<file path="config.mk">
export PLATFORM = sky130hd
export DESIGN_NAME = serial_sram_top
export DESIGN_NICKNAME = d
export VERILOG_FILES = /design/src/serial_sram_pkg.sv /design/src/uart_rx.sv /design/src/cfg_frame.sv /design/src/sram_cmd_engine.sv /design/src/tx_byte_fifo.sv /design/src/uart_tx.sv /design/src/serial_sram_top.sv
export SDC_FILE = /design/constraint.sdc
export NUM_CORES = 1
export LEC_CHECK = 0
export BUFFER_PORTS_ARGS = -buffer_cell sky130_fd_sc_hd__buf_4
export CORE_MARGIN = 5
export CORE_UTILIZATION = 61
export CTS_CLUSTER_DIAMETER = 80
export DETAILED_ROUTE_END_ITERATION = 7
export PLACE_DENSITY = 0.8
export SLEW_MARGIN = 5
export SYNTH_ARGS = -nofsm -noshare
export SYNTH_HDL_FRONTEND = slang
export SYNTH_HIERARCHICAL = 1
export SYNTH_SLANG_ARGS = --single-unit
</file>
<file path="constraint.sdc">
create_clock -name clk -period 3 [get_ports clk]
set_input_delay 0.75 -clock clk [delete_from_list [all_inputs] [get_ports clk]]
set_output_delay 0.75 -clock clk [all_outputs]
set_load 0.03 [all_outputs]
</file>
<file path="src/serial_sram_pkg.sv">
/* shared constants for the serial SRAM port
   bit timing counters are cyc_w wide, so bit_cycles must stay below 2**cyc_w */
package serial_sram_pkg;

    localparam int addr_w = 19;                  // SRAM address bits
    localparam int byte_w = 8;

    // register numbers, first byte of a pair
    localparam logic [byte_w-1:0] reg_gpio     = 8'h01;
    localparam logic [byte_w-1:0] reg_addr_hi  = 8'h02;   // only low 3 bits used
    localparam logic [byte_w-1:0] reg_addr_mid = 8'h03;
    localparam logic [byte_w-1:0] reg_addr_lo  = 8'h04;
    localparam logic [byte_w-1:0] reg_len      = 8'h05;
    localparam logic [byte_w-1:0] reg_cmd      = 8'h06;

    // command codes
    localparam logic [byte_w-1:0] cmd_idle  = 8'h00;
    localparam logic [byte_w-1:0] cmd_read  = 8'h52;   // 'R'
    localparam logic [byte_w-1:0] cmd_sync  = 8'h53;   // 'S'
    localparam logic [byte_w-1:0] cmd_write = 8'h57;   // 'W'

    localparam logic [byte_w-1:0] sync_byte = 8'h53;   // payload of 'S'

    // default serial timing
    localparam int clk_freq           = 3_000_000;
    localparam int baud               = 1200;
    localparam int bit_cycles_default = clk_freq / baud;
    localparam int cyc_w              = 16;            // bit timer width

    localparam int fifo_depth = 4;                     // reply buffer entries

endpackage

</file>
<file path="src/uart_rx.sv">
/* 8N1 receiver, samples at bit middles with no oversampling
   frames with a low stop bit are dropped silently */
module uart_rx #(
    parameter int bit_cycles = serial_sram_pkg::bit_cycles_default
) (
    input  logic                               clk,
    input  logic                               reset,
    input  logic                               rx,
    output logic                               rx_valid,
    output logic [serial_sram_pkg::byte_w-1:0] rx_dat
);
    import serial_sram_pkg::*;

    logic             rx_s1;
    logic             rx_s2;
    logic             rx_prev;
    logic             busy;
    logic [3:0]       bit_idx;     // 0 start, 1..8 data, 9 stop
    logic [cyc_w-1:0] cyc;
    logic [cyc_w-1:0] cyc_end;
    logic             bit_mid;

    // half a bit to reach the middle of the start bit, then whole bits
    assign cyc_end = (bit_idx == 4'd0) ? cyc_w'(bit_cycles / 2 - 1) : cyc_w'(bit_cycles - 1);
    assign bit_mid = busy && (cyc == cyc_end);

    always_ff @(posedge clk) begin
        if (reset) begin
            rx_s1    <= 1'b1;
            rx_s2    <= 1'b1;
            rx_prev  <= 1'b1;
            busy     <= 1'b0;
            bit_idx  <= 4'd0;
            cyc      <= '0;
            rx_valid <= 1'b0;
        end else begin
            rx_s1    <= rx;
            rx_s2    <= rx_s1;
            rx_prev  <= rx_s2;
            rx_valid <= 1'b0;
            if (!busy) begin
                cyc     <= '0;
                bit_idx <= 4'd0;
                if (rx_prev && !rx_s2) begin
                    busy <= 1'b1;              // falling edge of start bit
                end
            end else if (!bit_mid) begin
                cyc <= cyc + 1'b1;
            end else begin
                cyc     <= '0;
                bit_idx <= bit_idx + 4'd1;
                if (bit_idx == 4'd0 && rx_s2) begin
                    busy <= 1'b0;              // glitch, not a real start
                end
                if (bit_idx == 4'd9) begin
                    busy     <= 1'b0;
                    rx_valid <= rx_s2;         // strobe only on a good stop bit
                end
            end
        end
    end

    // data bits arrive lsb first
    always_ff @(posedge clk) begin
        if (bit_mid && bit_idx >= 4'd1 && bit_idx <= 4'd8) begin
            rx_dat <= {rx_s2, rx_dat[byte_w-1:1]};
        end
    end

endmodule

</file>
<file path="src/cfg_frame.sv">
/* groups received bytes into register/data pairs
   while a command runs every byte goes to the raw path and pairing restarts after */
module cfg_frame (
    input  logic                               clk,
    input  logic                               reset,
    input  logic                               rx_valid,
    input  logic [serial_sram_pkg::byte_w-1:0] rx_dat,
    input  logic                               cmd_busy,
    output logic                               cfg_we,
    output logic [serial_sram_pkg::byte_w-1:0] cfg_addr,
    output logic [serial_sram_pkg::byte_w-1:0] cfg_dat,
    output logic                               raw_valid,
    output logic [serial_sram_pkg::byte_w-1:0] raw_dat
);
    import serial_sram_pkg::*;

    logic              pending;    // register number received, data byte next
    logic [byte_w-1:0] reg_num;

    always_ff @(posedge clk) begin
        if (reset || cmd_busy) begin
            pending <= 1'b0;
        end else if (rx_valid) begin
            pending <= !pending;
        end
    end

    always_ff @(posedge clk) begin
        if (rx_valid && !pending) begin
            reg_num <= rx_dat;
        end
    end

    assign cfg_we   = rx_valid && !cmd_busy && pending;
    assign cfg_addr = reg_num;
    assign cfg_dat  = rx_dat;

    assign raw_valid = rx_valid && cmd_busy;   // data for 'W', ignored otherwise
    assign raw_dat   = rx_dat;

    // pairing needs exactly one strobe per received byte
    a_one_strobe: assert property (@(posedge clk) disable iff (reset)
        rx_valid |=> !rx_valid)
        else $error("rx_valid high on two cycles in a row");

endmodule

</file>
<file path="src/sram_cmd_engine.sv">
/* register file and command sequencer; assumes SRAM read data one cycle after address
   unknown command codes and len 0 leave the engine idle */
module sram_cmd_engine (
    input  logic                               clk,
    input  logic                               reset,
    input  logic                               cfg_we,
    input  logic [serial_sram_pkg::byte_w-1:0] cfg_addr,
    input  logic [serial_sram_pkg::byte_w-1:0] cfg_dat,
    input  logic                               raw_valid,
    input  logic [serial_sram_pkg::byte_w-1:0] raw_dat,
    input  logic [serial_sram_pkg::byte_w-1:0] sram_din,
    input  logic                               push_ready,
    output logic                               cmd_busy,
    output logic [serial_sram_pkg::byte_w-1:0] gpio,
    output logic [serial_sram_pkg::addr_w-1:0] sram_addr,
    output logic [serial_sram_pkg::byte_w-1:0] sram_dout,
    output logic                               sram_we,
    output logic                               push_valid,
    output logic [serial_sram_pkg::byte_w-1:0] push_dat
);
    import serial_sram_pkg::*;

    logic [addr_w-1:0] addr;
    logic [byte_w-1:0] len;
    logic [byte_w-1:0] cmd;
    logic              capture;    // read data on sram_din this cycle
    logic              wr_pend;    // write strobe for the last raw byte
    logic              step;       // one byte of the command done
    logic              cmd_ok;

    assign cmd_busy  = (cmd != cmd_idle);
    assign sram_addr = addr;
    assign sram_we   = wr_pend;
    assign step      = wr_pend || (push_valid && push_ready);
    assign cmd_ok    = (cfg_dat == cmd_write) || (cfg_dat == cmd_read) || (cfg_dat == cmd_sync);

    always_ff @(posedge clk) begin
        if (reset) begin
            gpio       <= '0;
            addr       <= '0;
            len        <= '0;
            cmd        <= cmd_idle;
            capture    <= 1'b0;
            wr_pend    <= 1'b0;
            push_valid <= 1'b0;
        end else begin
            wr_pend <= raw_valid && (cmd == cmd_write);
            capture <= 1'b0;

            if (cfg_we) begin
                case (cfg_addr)
                    reg_gpio:     gpio <= cfg_dat;
                    reg_addr_hi:  addr[addr_w-1:16] <= cfg_dat[addr_w-17:0];
                    reg_addr_mid: addr[15:8] <= cfg_dat;
                    reg_addr_lo:  addr[7:0] <= cfg_dat;
                    reg_len:      len <= cfg_dat;
                    reg_cmd: begin
                        if (cmd_ok && len != '0) begin
                            cmd <= cfg_dat;
                        end
                    end
                    default: ;                 // unused register numbers
                endcase
            end

            if (step) begin
                len <= len - 1'b1;
                if (len == 8'd1) begin
                    cmd <= cmd_idle;
                end
                if (cmd != cmd_sync) begin
                    addr <= addr + 1'b1;       // wraps at 19 bits
                end
            end

            // read: issue, capture, push  /  sync: push only
            if (push_valid) begin
                if (push_ready) begin
                    push_valid <= 1'b0;
                end
            end else if (capture) begin
                push_valid <= 1'b1;
            end else if (cmd == cmd_read) begin
                capture <= 1'b1;
            end else if (cmd == cmd_sync) begin
                push_valid <= 1'b1;
            end
        end
    end

    always_ff @(posedge clk) begin
        if (!push_valid) begin
            if (capture) begin
                push_dat <= sram_din;
            end else if (cmd == cmd_sync) begin
                push_dat <= sync_byte;
            end
        end
        if (raw_valid) begin
            sram_dout <= raw_dat;
        end
    end

    a_push_hold: assert property (@(posedge clk) disable iff (reset)
        push_valid && !push_ready |=> push_valid && $stable(push_dat))
        else $error("push byte changed before transfer");

    a_we_in_write: assert property (@(posedge clk) disable iff (reset)
        sram_we |-> cmd == cmd_write)
        else $error("sram_we outside write command");

endmodule

</file>
<file path="src/tx_byte_fifo.sv">
/* circular byte FIFO with valid/ready on both sides, depth of 2 or more
   a pushed byte shows at the output on the next cycle */
module tx_byte_fifo #(
    parameter int depth = serial_sram_pkg::fifo_depth
) (
    input  logic                               clk,
    input  logic                               reset,
    input  logic                               push_valid,
    input  logic [serial_sram_pkg::byte_w-1:0] push_dat,
    input  logic                               pop_ready,
    output logic                               push_ready,
    output logic                               pop_valid,
    output logic [serial_sram_pkg::byte_w-1:0] pop_dat
);
    import serial_sram_pkg::*;

    logic [byte_w-1:0]            mem [depth];
    logic [$clog2(depth)-1:0]     wr_ptr;
    logic [$clog2(depth)-1:0]     rd_ptr;
    logic [$clog2(depth+1)-1:0]   count;
    logic                         do_push;
    logic                         do_pop;

    assign push_ready = (count != ($clog2(depth+1))'(depth));
    assign pop_valid  = (count != '0);
    assign pop_dat    = mem[rd_ptr];
    assign do_push    = push_valid && push_ready;
    assign do_pop     = pop_valid && pop_ready;

    always_ff @(posedge clk) begin
        if (reset) begin
            wr_ptr <= '0;
            rd_ptr <= '0;
            count  <= '0;
        end else begin
            if (do_push) begin
                wr_ptr <= (wr_ptr == ($clog2(depth))'(depth - 1)) ? '0 : wr_ptr + 1'b1;
            end
            if (do_pop) begin
                rd_ptr <= (rd_ptr == ($clog2(depth))'(depth - 1)) ? '0 : rd_ptr + 1'b1;
            end
            case ({do_push, do_pop})
                2'b10:   count <= count + 1'b1;
                2'b01:   count <= count - 1'b1;
                default: ;                     // both or neither
            endcase
        end
    end

    always_ff @(posedge clk) begin
        if (do_push) begin
            mem[wr_ptr] <= push_dat;
        end
    end

    a_count_range: assert property (@(posedge clk) disable iff (reset)
        count <= ($clog2(depth+1))'(depth))
        else $error("fifo count above depth");

endmodule

</file>
<file path="src/uart_tx.sv">
/* 8N1 transmitter, one byte per handshake, ready only between frames */
module uart_tx #(
    parameter int bit_cycles = serial_sram_pkg::bit_cycles_default
) (
    input  logic                               clk,
    input  logic                               reset,
    input  logic                               pop_valid,
    input  logic [serial_sram_pkg::byte_w-1:0] pop_dat,
    output logic                               pop_ready,
    output logic                               tx
);
    import serial_sram_pkg::*;

    logic                busy;
    logic [byte_w+1:0]   frame;     // stop, data, start; lsb goes out first
    logic [3:0]          bit_idx;
    logic [cyc_w-1:0]    cyc;
    logic                bit_end;

    assign pop_ready = !busy;
    assign bit_end   = (cyc == cyc_w'(bit_cycles - 1));
    assign tx        = busy ? frame[0] : 1'b1;   // line idles high

    always_ff @(posedge clk) begin
        if (reset) begin
            busy    <= 1'b0;
            bit_idx <= 4'd0;
            cyc     <= '0;
        end else if (!busy) begin
            cyc     <= '0;
            bit_idx <= 4'd0;
            if (pop_valid) begin
                busy <= 1'b1;
            end
        end else if (!bit_end) begin
            cyc <= cyc + 1'b1;
        end else begin
            cyc     <= '0;
            bit_idx <= bit_idx + 4'd1;
            if (bit_idx == 4'd9) begin
                busy <= 1'b0;                  // stop bit done
            end
        end
    end

    always_ff @(posedge clk) begin
        if (!busy && pop_valid) begin
            frame <= {1'b1, pop_dat, 1'b0};
        end else if (busy && bit_end) begin
            frame <= {1'b1, frame[byte_w+1:1]};
        end
    end

endmodule

</file>
<file path="src/serial_sram_top.sv">
/* serial-controlled SRAM port; the SRAM sits outside with a one-cycle synchronous read
   bit_cycles is clocks per serial bit on both rx and tx */
module serial_sram_top #(
    parameter int bit_cycles = serial_sram_pkg::bit_cycles_default
) (
    input  logic                               clk,
    input  logic                               reset,
    input  logic                               rx,
    input  logic [serial_sram_pkg::byte_w-1:0] sram_din,
    output logic                               tx,
    output logic [serial_sram_pkg::byte_w-1:0] gpio,
    output logic [serial_sram_pkg::addr_w-1:0] sram_addr,
    output logic [serial_sram_pkg::byte_w-1:0] sram_dout,
    output logic                               sram_we
);
    import serial_sram_pkg::*;

    logic              rx_valid;
    logic [byte_w-1:0] rx_dat;
    logic              cfg_we;
    logic [byte_w-1:0] cfg_addr;
    logic [byte_w-1:0] cfg_dat;
    logic              raw_valid;
    logic [byte_w-1:0] raw_dat;
    logic              cmd_busy;
    logic              push_valid;
    logic              push_ready;
    logic [byte_w-1:0] push_dat;
    logic              pop_valid;
    logic              pop_ready;
    logic [byte_w-1:0] pop_dat;

    uart_rx #(.bit_cycles(bit_cycles)) u_uart_rx (
        .clk(clk), .reset(reset), .rx(rx), .rx_valid(rx_valid), .rx_dat(rx_dat)
    );

    cfg_frame u_cfg_frame (
        .clk(clk), .reset(reset), .rx_valid(rx_valid), .rx_dat(rx_dat), .cmd_busy(cmd_busy),
        .cfg_we(cfg_we), .cfg_addr(cfg_addr), .cfg_dat(cfg_dat),
        .raw_valid(raw_valid), .raw_dat(raw_dat)
    );

    sram_cmd_engine u_sram_cmd_engine (
        .clk(clk), .reset(reset), .cfg_we(cfg_we), .cfg_addr(cfg_addr), .cfg_dat(cfg_dat),
        .raw_valid(raw_valid), .raw_dat(raw_dat), .sram_din(sram_din),
        .push_ready(push_ready), .cmd_busy(cmd_busy), .gpio(gpio), .sram_addr(sram_addr),
        .sram_dout(sram_dout), .sram_we(sram_we), .push_valid(push_valid), .push_dat(push_dat)
    );

    tx_byte_fifo #(.depth(fifo_depth)) u_tx_byte_fifo (
        .clk(clk), .reset(reset), .push_valid(push_valid), .push_dat(push_dat),
        .pop_ready(pop_ready), .push_ready(push_ready), .pop_valid(pop_valid), .pop_dat(pop_dat)
    );

    uart_tx #(.bit_cycles(bit_cycles)) u_uart_tx (
        .clk(clk), .reset(reset), .pop_valid(pop_valid), .pop_dat(pop_dat),
        .pop_ready(pop_ready), .tx(tx)
    );

endmodule

</file>
-- After elaboration in Yosys (flattened, before gate mapping)
Memories as Yosys holds them, arrays and structs flattened. A register that Yosys moved wholly into a read port is not among the register bits.
Index checks and enable logic that the tools add are counted.
- memory bits (writable): 32
- input bits: 11
- output and inout bits: 37
- bits in registers: 141
- memories: 1
- equal/unequal tests: 23
- bitwise operators: 5
- reduce and logical (&&, ||, !) cells: 40
- order comparisons: 2
- muxes and demuxes: 42
- $add $sub $neg: 10
- memories (name ; depth ; bits a word ; rd ports ; clocked after memory_dff ; wr ports ; line ; source):
    u_tx_byte_fifo.mem ; 4 ; 8 ; 1 ; 1 ; 1 ; tx_byte_fifo.sv:17 ; logic [byte_w-1:0] mem [depth];
- operators by type and width (kind ; number):
    8-bit two-way mux ; 12
    19-bit two-way mux ; 3
    8-bit by 7-bit == test with 1-bit output, second input constant ; 6
    16-bit by 1-bit adder with 16-bit output, second input constant ; 2
    8-bit by 3-bit == test with 1-bit output, second input constant ; 3
    19-bit by 1-bit adder with 19-bit output, second input constant ; 1
    1-bit two-way mux ; 18
    9-bit two-way mux ; 2
    16-bit by 12-bit == test with 1-bit output, second input constant ; 1
    16-bit == test ; 1
    8-bit by 1-bit == test with 1-bit output, second input constant ; 2
    8-bit by 2-bit == test with 1-bit output, second input constant ; 2
    8-bit nonzero test ; 2
    1-bit logical AND ; 14
    12-bit two-way mux ; 1
    2-bit nonzero test ; 5
    3-bit OR reduction ; 3
    4-bit by 1-bit adder with 4-bit output, second input constant ; 2
    4-bit == test, second input constant ; 2
    2-bit two-way mux ; 4
    8-bit by 7-bit inequality test with 1-bit output, second input constant ; 1
    8-bit by 1-bit subtractor with 8-bit output, second input constant ; 1
    2-bit == test, second input constant ; 3
    3-bit case mux with 2 select lines ; 1
    16 further kinds ; 30

-- Depth between registers and ports, before layout
- depth after elaboration: 9
- gate-level depth with buffers: 11
- mapped depth without buffers: 9

-- Modules after synthesis
Netlist, hierarchy kept.
- modules (own cells, without submodules) (module ; sequential area each (µm²) ; times used ; area an instance (µm²) ; cells an instance):
    sram_cmd_engine ; 1401.3 ; 1 ; 2959.1 ; 317
    tx_byte_fifo ; 1141.1 ; 1 ; 1646.6 ; 94
    uart_rx ; 740.7 ; 1 ; 1426.4 ; 139
    uart_tx ; 680.7 ; 1 ; 1368.8 ; 133
    cfg_frame ; 260.2 ; 1 ; 420.4 ; 31

-- Worst setup path before layout
No wires, ideal clock.
- path type: flip-flop to flip-flop
- from: register u_sram_cmd_engine.cmd[2]
- to: register u_sram_cmd_engine.addr[6], in the netlist u_sram_cmd_engine/sram_addr[6]
- required time: 2.888 ns
- slack: 0.486 ns
- setup time: 0.112 ns
- arrival: 2.402 ns
- cell stages (with the launch flop): 12
- buffers on the path: 2
- path through: dfxtp_1 > or4_1 > buf_2 > nor2_1 > nand2_1 > nor2_1 > and4bb_2 > nor3b_4 > and2_1 > buf_6 > a311oi_1 > a2111oi_1
- longest elaborated chain between the ends: 7
- elaborated cells on any way between the ends: 8
- classes of those cells: 1 x eq/ne; 3 x mux; 4 x reduce/logical
- ends and longest elaborated chain (element ; line ; source):
    start, declared ; sram_cmd_engine.sv:25 ; logic [byte_w-1:0] cmd;
    start signal, assigned ; sram_cmd_engine.sv:42 ; cmd <= cmd_idle;
    start signal, assigned ; sram_cmd_engine.sv:59 ; cmd <= cfg_dat;
    start signal, assigned ; sram_cmd_engine.sv:69 ; cmd <= cmd_idle;
    8-bit nonzero test * ; sram_cmd_engine.sv:31 ; assign cmd_busy = (cmd != cmd_idle);
    named net cmd_busy ; serial_sram_top.sv:25 ; logic cmd_busy;
    1-bit zero test * ; cfg_frame.sv:34 ; assign cfg_we = rx_valid && !cmd_busy && pending;
    1-bit logical AND * (2 in series) ; cfg_frame.sv:34 ;
    named net cfg_we ; serial_sram_top.sv:20 ; logic cfg_we;
    19-bit two-way mux * ; sram_cmd_engine.sv:50 ; if (cfg_we) begin
    19-bit two-way mux ; sram_cmd_engine.sv:71 ; if (cmd != cmd_sync) begin
    19-bit two-way mux * ; sram_cmd_engine.sv:66 ; if (step) begin
    end signal, assigned by index ; sram_cmd_engine.sv:53 ; reg_addr_hi: addr[addr_w-1:16] <= cfg_dat[addr_w-17:0];
    end signal, assigned ; sram_cmd_engine.sv:55 ; reg_addr_lo: addr[7:0] <= cfg_dat;
    end signal, assigned ; sram_cmd_engine.sv:72 ; addr <= addr + 1'b1;
    end, declared ; sram_cmd_engine.sv:23 ; logic [addr_w-1:0] addr;
The timed path passes the listed nets; every way through them passes the cells marked *.
A chain may end at the register's enable or synchronous reset.

-- Worst setup path after layout
- from: register u_sram_cmd_engine.cmd[2]
- to: register u_sram_cmd_engine.cmd[0]
- longest elaborated chain between the ends: 7
- ends and longest elaborated chain (element ; line ; source):
    8-bit nonzero test * ; sram_cmd_engine.sv:31 ;
    named net cmd_busy ; serial_sram_top.sv:25 ;
    1-bit zero test * ; cfg_frame.sv:34 ;
    1-bit logical AND * (2 in series) ; cfg_frame.sv:34 ;
    named net cfg_we ; serial_sram_top.sv:20 ;
    8-bit two-way mux * ; sram_cmd_engine.sv:50 ;
    8-bit two-way mux ; sram_cmd_engine.sv:68 ; if (len == 8'd1) begin
    8-bit two-way mux * ; sram_cmd_engine.sv:66 ;
Marks and branches as above.

==> metrics <==
run status=finished, final reports clean; row count=41; number of distinct library cells after synthesis=84; start point of the worst min-delay path=u_uart_rx/rx_s1; Hold Buf Count CTS=0; start of the worst register-to-register path=u_sram_cmd_engine/cmd[2]; routed via count=5606; Layout fillers=909; Longest Clk Path Bufs=2; pin slew with the least headroom to its limit=1.04 ns; number of clock sinks=175; quantity of gates resized following cts=0; peak supply drop=444 uV; ports placed on the boundary=48; Syn Inst Count=714; leakage power=3.07 nW; met2 GRT Util=0.347; destination of the worst register-to-register timing path=u_sram_cmd_engine/cmd[0]; estimated wirelength of the detail-placed design=10500 um; highest attainable clock frequency=0.359 GHz; Initial Utilization=0.620; number of max-cap violations=0; Hold Crit Class=reg2reg; die span in y=123 um; number of warnings printed during yosys synthesis=6; NetSw=1.17 mW; GR met3 Demand/Resource=0.0476; combinational power share=0.072; Data required, critical path=3.28 ns; highest net fanout along the worst path=7; setup slack, reg-to-reg=0.21 ns; area of the core=12600 um^2; worst hold path cell count=1; ordered cell list for the critical path=or4_1, nor2_1, nand2_1, nor2_1, nor4bb_1, nand4b_1, a2111oi_2, o21ai_0; maximum clock skew at final layout=0.00942 ns; fin nets=777; post-CTS setup-driven buffer insertion count=0; prevailing post-synth register cell=dfxtp_1; PD cells=604 nW/um^2; die width=123 um; cell types occupying the most area after synthesis=edfxtp_1 28%, dfxtp_1 26%, nor2_1 3.3%, ha_1 2.7%, a21oi_1 2.6%; TritonCTS buffer count=17; violation count after the first detailed-route iteration=508; setup repair after global routing missed its margin=false; vias per inst=6.01; routed length per placed instance=16.5 um; fin. max-slew vios=0; number of endpoints failing setup at the final stage=0; number of cells on the worst reg-to-reg path=8; fraction of registers with async set or reset after synthesis=0; proportion of total power due to net switching=0.220; GRT Resource Usage Total=0.215; critical path's largest stage delay=0.68 ns; time the final worst path needs with I/O delays and setup=2.79 ns; proportion of power drawn by the clock network=0.436; wire length after detailed routing=15400 um; CP Data Arrival Time=3.07 ns; nets in the synthesized netlist=743; fraction of layout cells with a size suffix above 1=0.177; internal power=4.15 mW; power share of the sequential group=0.492; DIE AREA=15200 um^2; Setup CP Type=reg2reg; Post-Syn Area=7820 um^2; layout-stage area growth over the synthesis result=12.6%; global routing usage on met1=0.285; sequential area share after synthesis=0.540; routability congestion estimate from global placement=0.883; buffer cell driving the clock tree root=clkbuf_16; busiest layer in global routing=met2; first-pass GRT wire length=25800 um; share of the cycle needed by the critical path after routing=0.929; maximum number of pins on one net before global-route repair=37; CTS tree=yes; initial antenna violation count=0; # diodes=0; number of hold violations in the final report=0; slowest cell on the critical path=a2111oi_2; vias in the first global route=5420; Worst-path clk slew=0.07 ns; clock latency reported for the late side of the worst-skew pair=0.43 ns; number of iterations in the first detailed-routing pass=6; number of enable-type register cells in the synthesized netlist=72; remaining routing DRC violations=0; post-synthesis sequential element count=175; final design instance area without fill=8810 um^2; startpoint type of the worst setup path=flip-flop; sum of buffers and inverters on the critical path=0; quantity of I/O buffers inserted on ports=47; kind of cell with the highest combined delay on the critical path=simple AND/OR/NAND/NOR gates; library cell with the largest summed area after synthesis=edfxtp_1; Cell Area, Placed=8180 um^2; worst slew margin relative to its limit=0.305; # H-tree levels=4; Worst Hold Endpoint=u_uart_rx/rx_s2; overall overflow remaining after global route=0; Routed Antenna Nets=0; Most Frequent Cell on Critical Path=nor2_1; category of the worst setup path capture point=flip-flop; Yosys top cell area share=0.276; Finished Core Util=0.698; post-route setup TNS=0 ns; synthesized area divided by synthesized cell count=11.0 um^2
## per-stage QoR
stage                     hold slack, ns  worst slack, ns  total power, mW  cells
after floorplan                    0.389            0.486             2.98    714
after global placement             0.390            0.417             3.04    901
after detailed placement           0.395            0.253             3.06    901
after CTS                          0.410            0.249             5.36    933
after global routing               0.423           0.0176             5.54    933
final                              0.413            0.214             5.32    933
## logic make-up (layout without fill, tap and decap cells)
kind of cell	after synthesis	count (layout)	synth area share
XOR/XNOR	29	29	0.0325
multiplexers	17	17	0.0352
AND/OR/NAND/NOR	292	292	0.210
buffers and inverters	59	106	0.0442
adder cells (fa/ha/maj)	18	18	0.0298
AO/OA/AOI/OAI	124	124	0.108
flip-flops	175	175	0.540
## area by class of cell
type | count | area (um^2) | area share
clock inverters | 12 | 153 | 0.0173
flip-flops and latches | 175 | 4220 | 0.480
well taps | 172 | 215 | 0.0244
clock buffers | 20 | 479 | 0.0544
inverters | 19 | 71.3 | 0.00810
multi-input cells | 480 | 3250 | 0.369
repair buffers | 55 | 413 | 0.0469
## worst register-to-register path: stages, from the launching register on
cell	delay (ns)
dfxtp_1	0.33
or4_1	0.56
nor2_1	0.12
nand2_1	0.10
nor2_1	0.18
nor4bb_1	0.30
nand4b_1	0.15
a2111oi_2	0.68
o21ai_0	0.21
## cells in the mapped netlist, types with 4 or more instances
cell	instances
a211oi_1	7
xnor2_1	17
nor4_1	9
nand3_1	29
or2_2	4
nor3_1	21
o21a_1	4
mux4_2	8
ha_1	17
inv_1	19
edfxtp_1	72
nand4_1	16
a21o_1	4
and3_1	14
o21ai_0	17
xor2_1	12
nand2b_1	15
or4_1	5
nor2b_1	5
buf_4	18
nor2_1	69
buf_2	7
mux2i_1	8
dfxtp_1	103
nand2_1	49
a21oi_1	41
a31oi_1	11
buf_6	5
a22o_2	7
clkbuf_1	6
or3_1	5
and2_1	11
and4_1	4
nand4b_1	4
## layer usage
metal | vias up | routed length (um) | part of all wire
li1 | 2696 | - | -
met1 | 2719 | 6630 | 0.43
met2 | 166 | 7650 | 0.50
met3 | 25 | 833 | 0.054
met4 | 0 | 250 | 0.016
met5 | - | 0 | 0
## how the worst max path moves through the flow
| stage | start | end | cells after the start |
|---|---|---|---|
| 3_3_place_gp | u_sram_cmd_engine/cmd[2] | u_sram_cmd_engine/cmd[2] | 8 |
| 4_1_cts | u_sram_cmd_engine/cmd[2] | u_sram_cmd_engine/cmd[0] | 8 |
| 2_1_floorplan | u_sram_cmd_engine/cmd[2] | u_sram_cmd_engine/sram_addr[6] | 11 |
| 5_1_grt | u_sram_cmd_engine/cmd[2] | u_sram_cmd_engine/cmd[2] | 9 |
| 3_5_place_dp | u_sram_cmd_engine/cmd[2] | u_sram_cmd_engine/cmd[0] | 8 |
| 6_report | u_sram_cmd_engine/cmd[2] | u_sram_cmd_engine/cmd[0] | 8 |
## power by group through the flow
stage / logic, mW / registers, mW / clock network [mW]
after floorplan: 0.354 / 2.63 / 0
after global placement: 0.367 / 2.67 / 0
after detailed placement: 0.385 / 2.67 / 0
after CTS: 0.386 / 2.62 / 2.36
after global routing: 0.432 / 2.63 / 2.48
final: 0.383 / 2.62 / 2.32
## layout by cell type, fill, tap and decap left out, types with 5 or more instances in the layout
cell type	synthesis	routed
inv_1	19	19
nor2_1	69	69
nor2b_1	5	5
buf_4	18	55
dfxtp_1	103	103
ha_1	17	17
nand2_1	49	49
clkbuf_16	0	19
nor3_1	21	21
a211oi_1	7	7
o21ai_0	17	17
nor4_1	9	9
nand2b_1	15	15
mux4_2	8	8
edfxtp_1	72	72
nand3_1	29	29
and3_1	14	14
xor2_1	12	12
a22o_2	7	7
nand4_1	16	16
or3_1	5	5
mux2i_1	8	8
and2_1	11	11
a21oi_1	41	41
a31oi_1	11	11
xnor2_1	17	17
or4_1	5	5
## flip-flops by register name (all words and copies together), names as in the netlist, 9 cells and up, named ones only
name,count
u_tx_byte_fifo/mem,32
u_sram_cmd_engine/sram_addr,19
u_uart_rx/cyc,16
u_uart_tx/cyc,16
u_uart_tx/frame,9
Note: power is estimated with default switching activity, not from simulation.
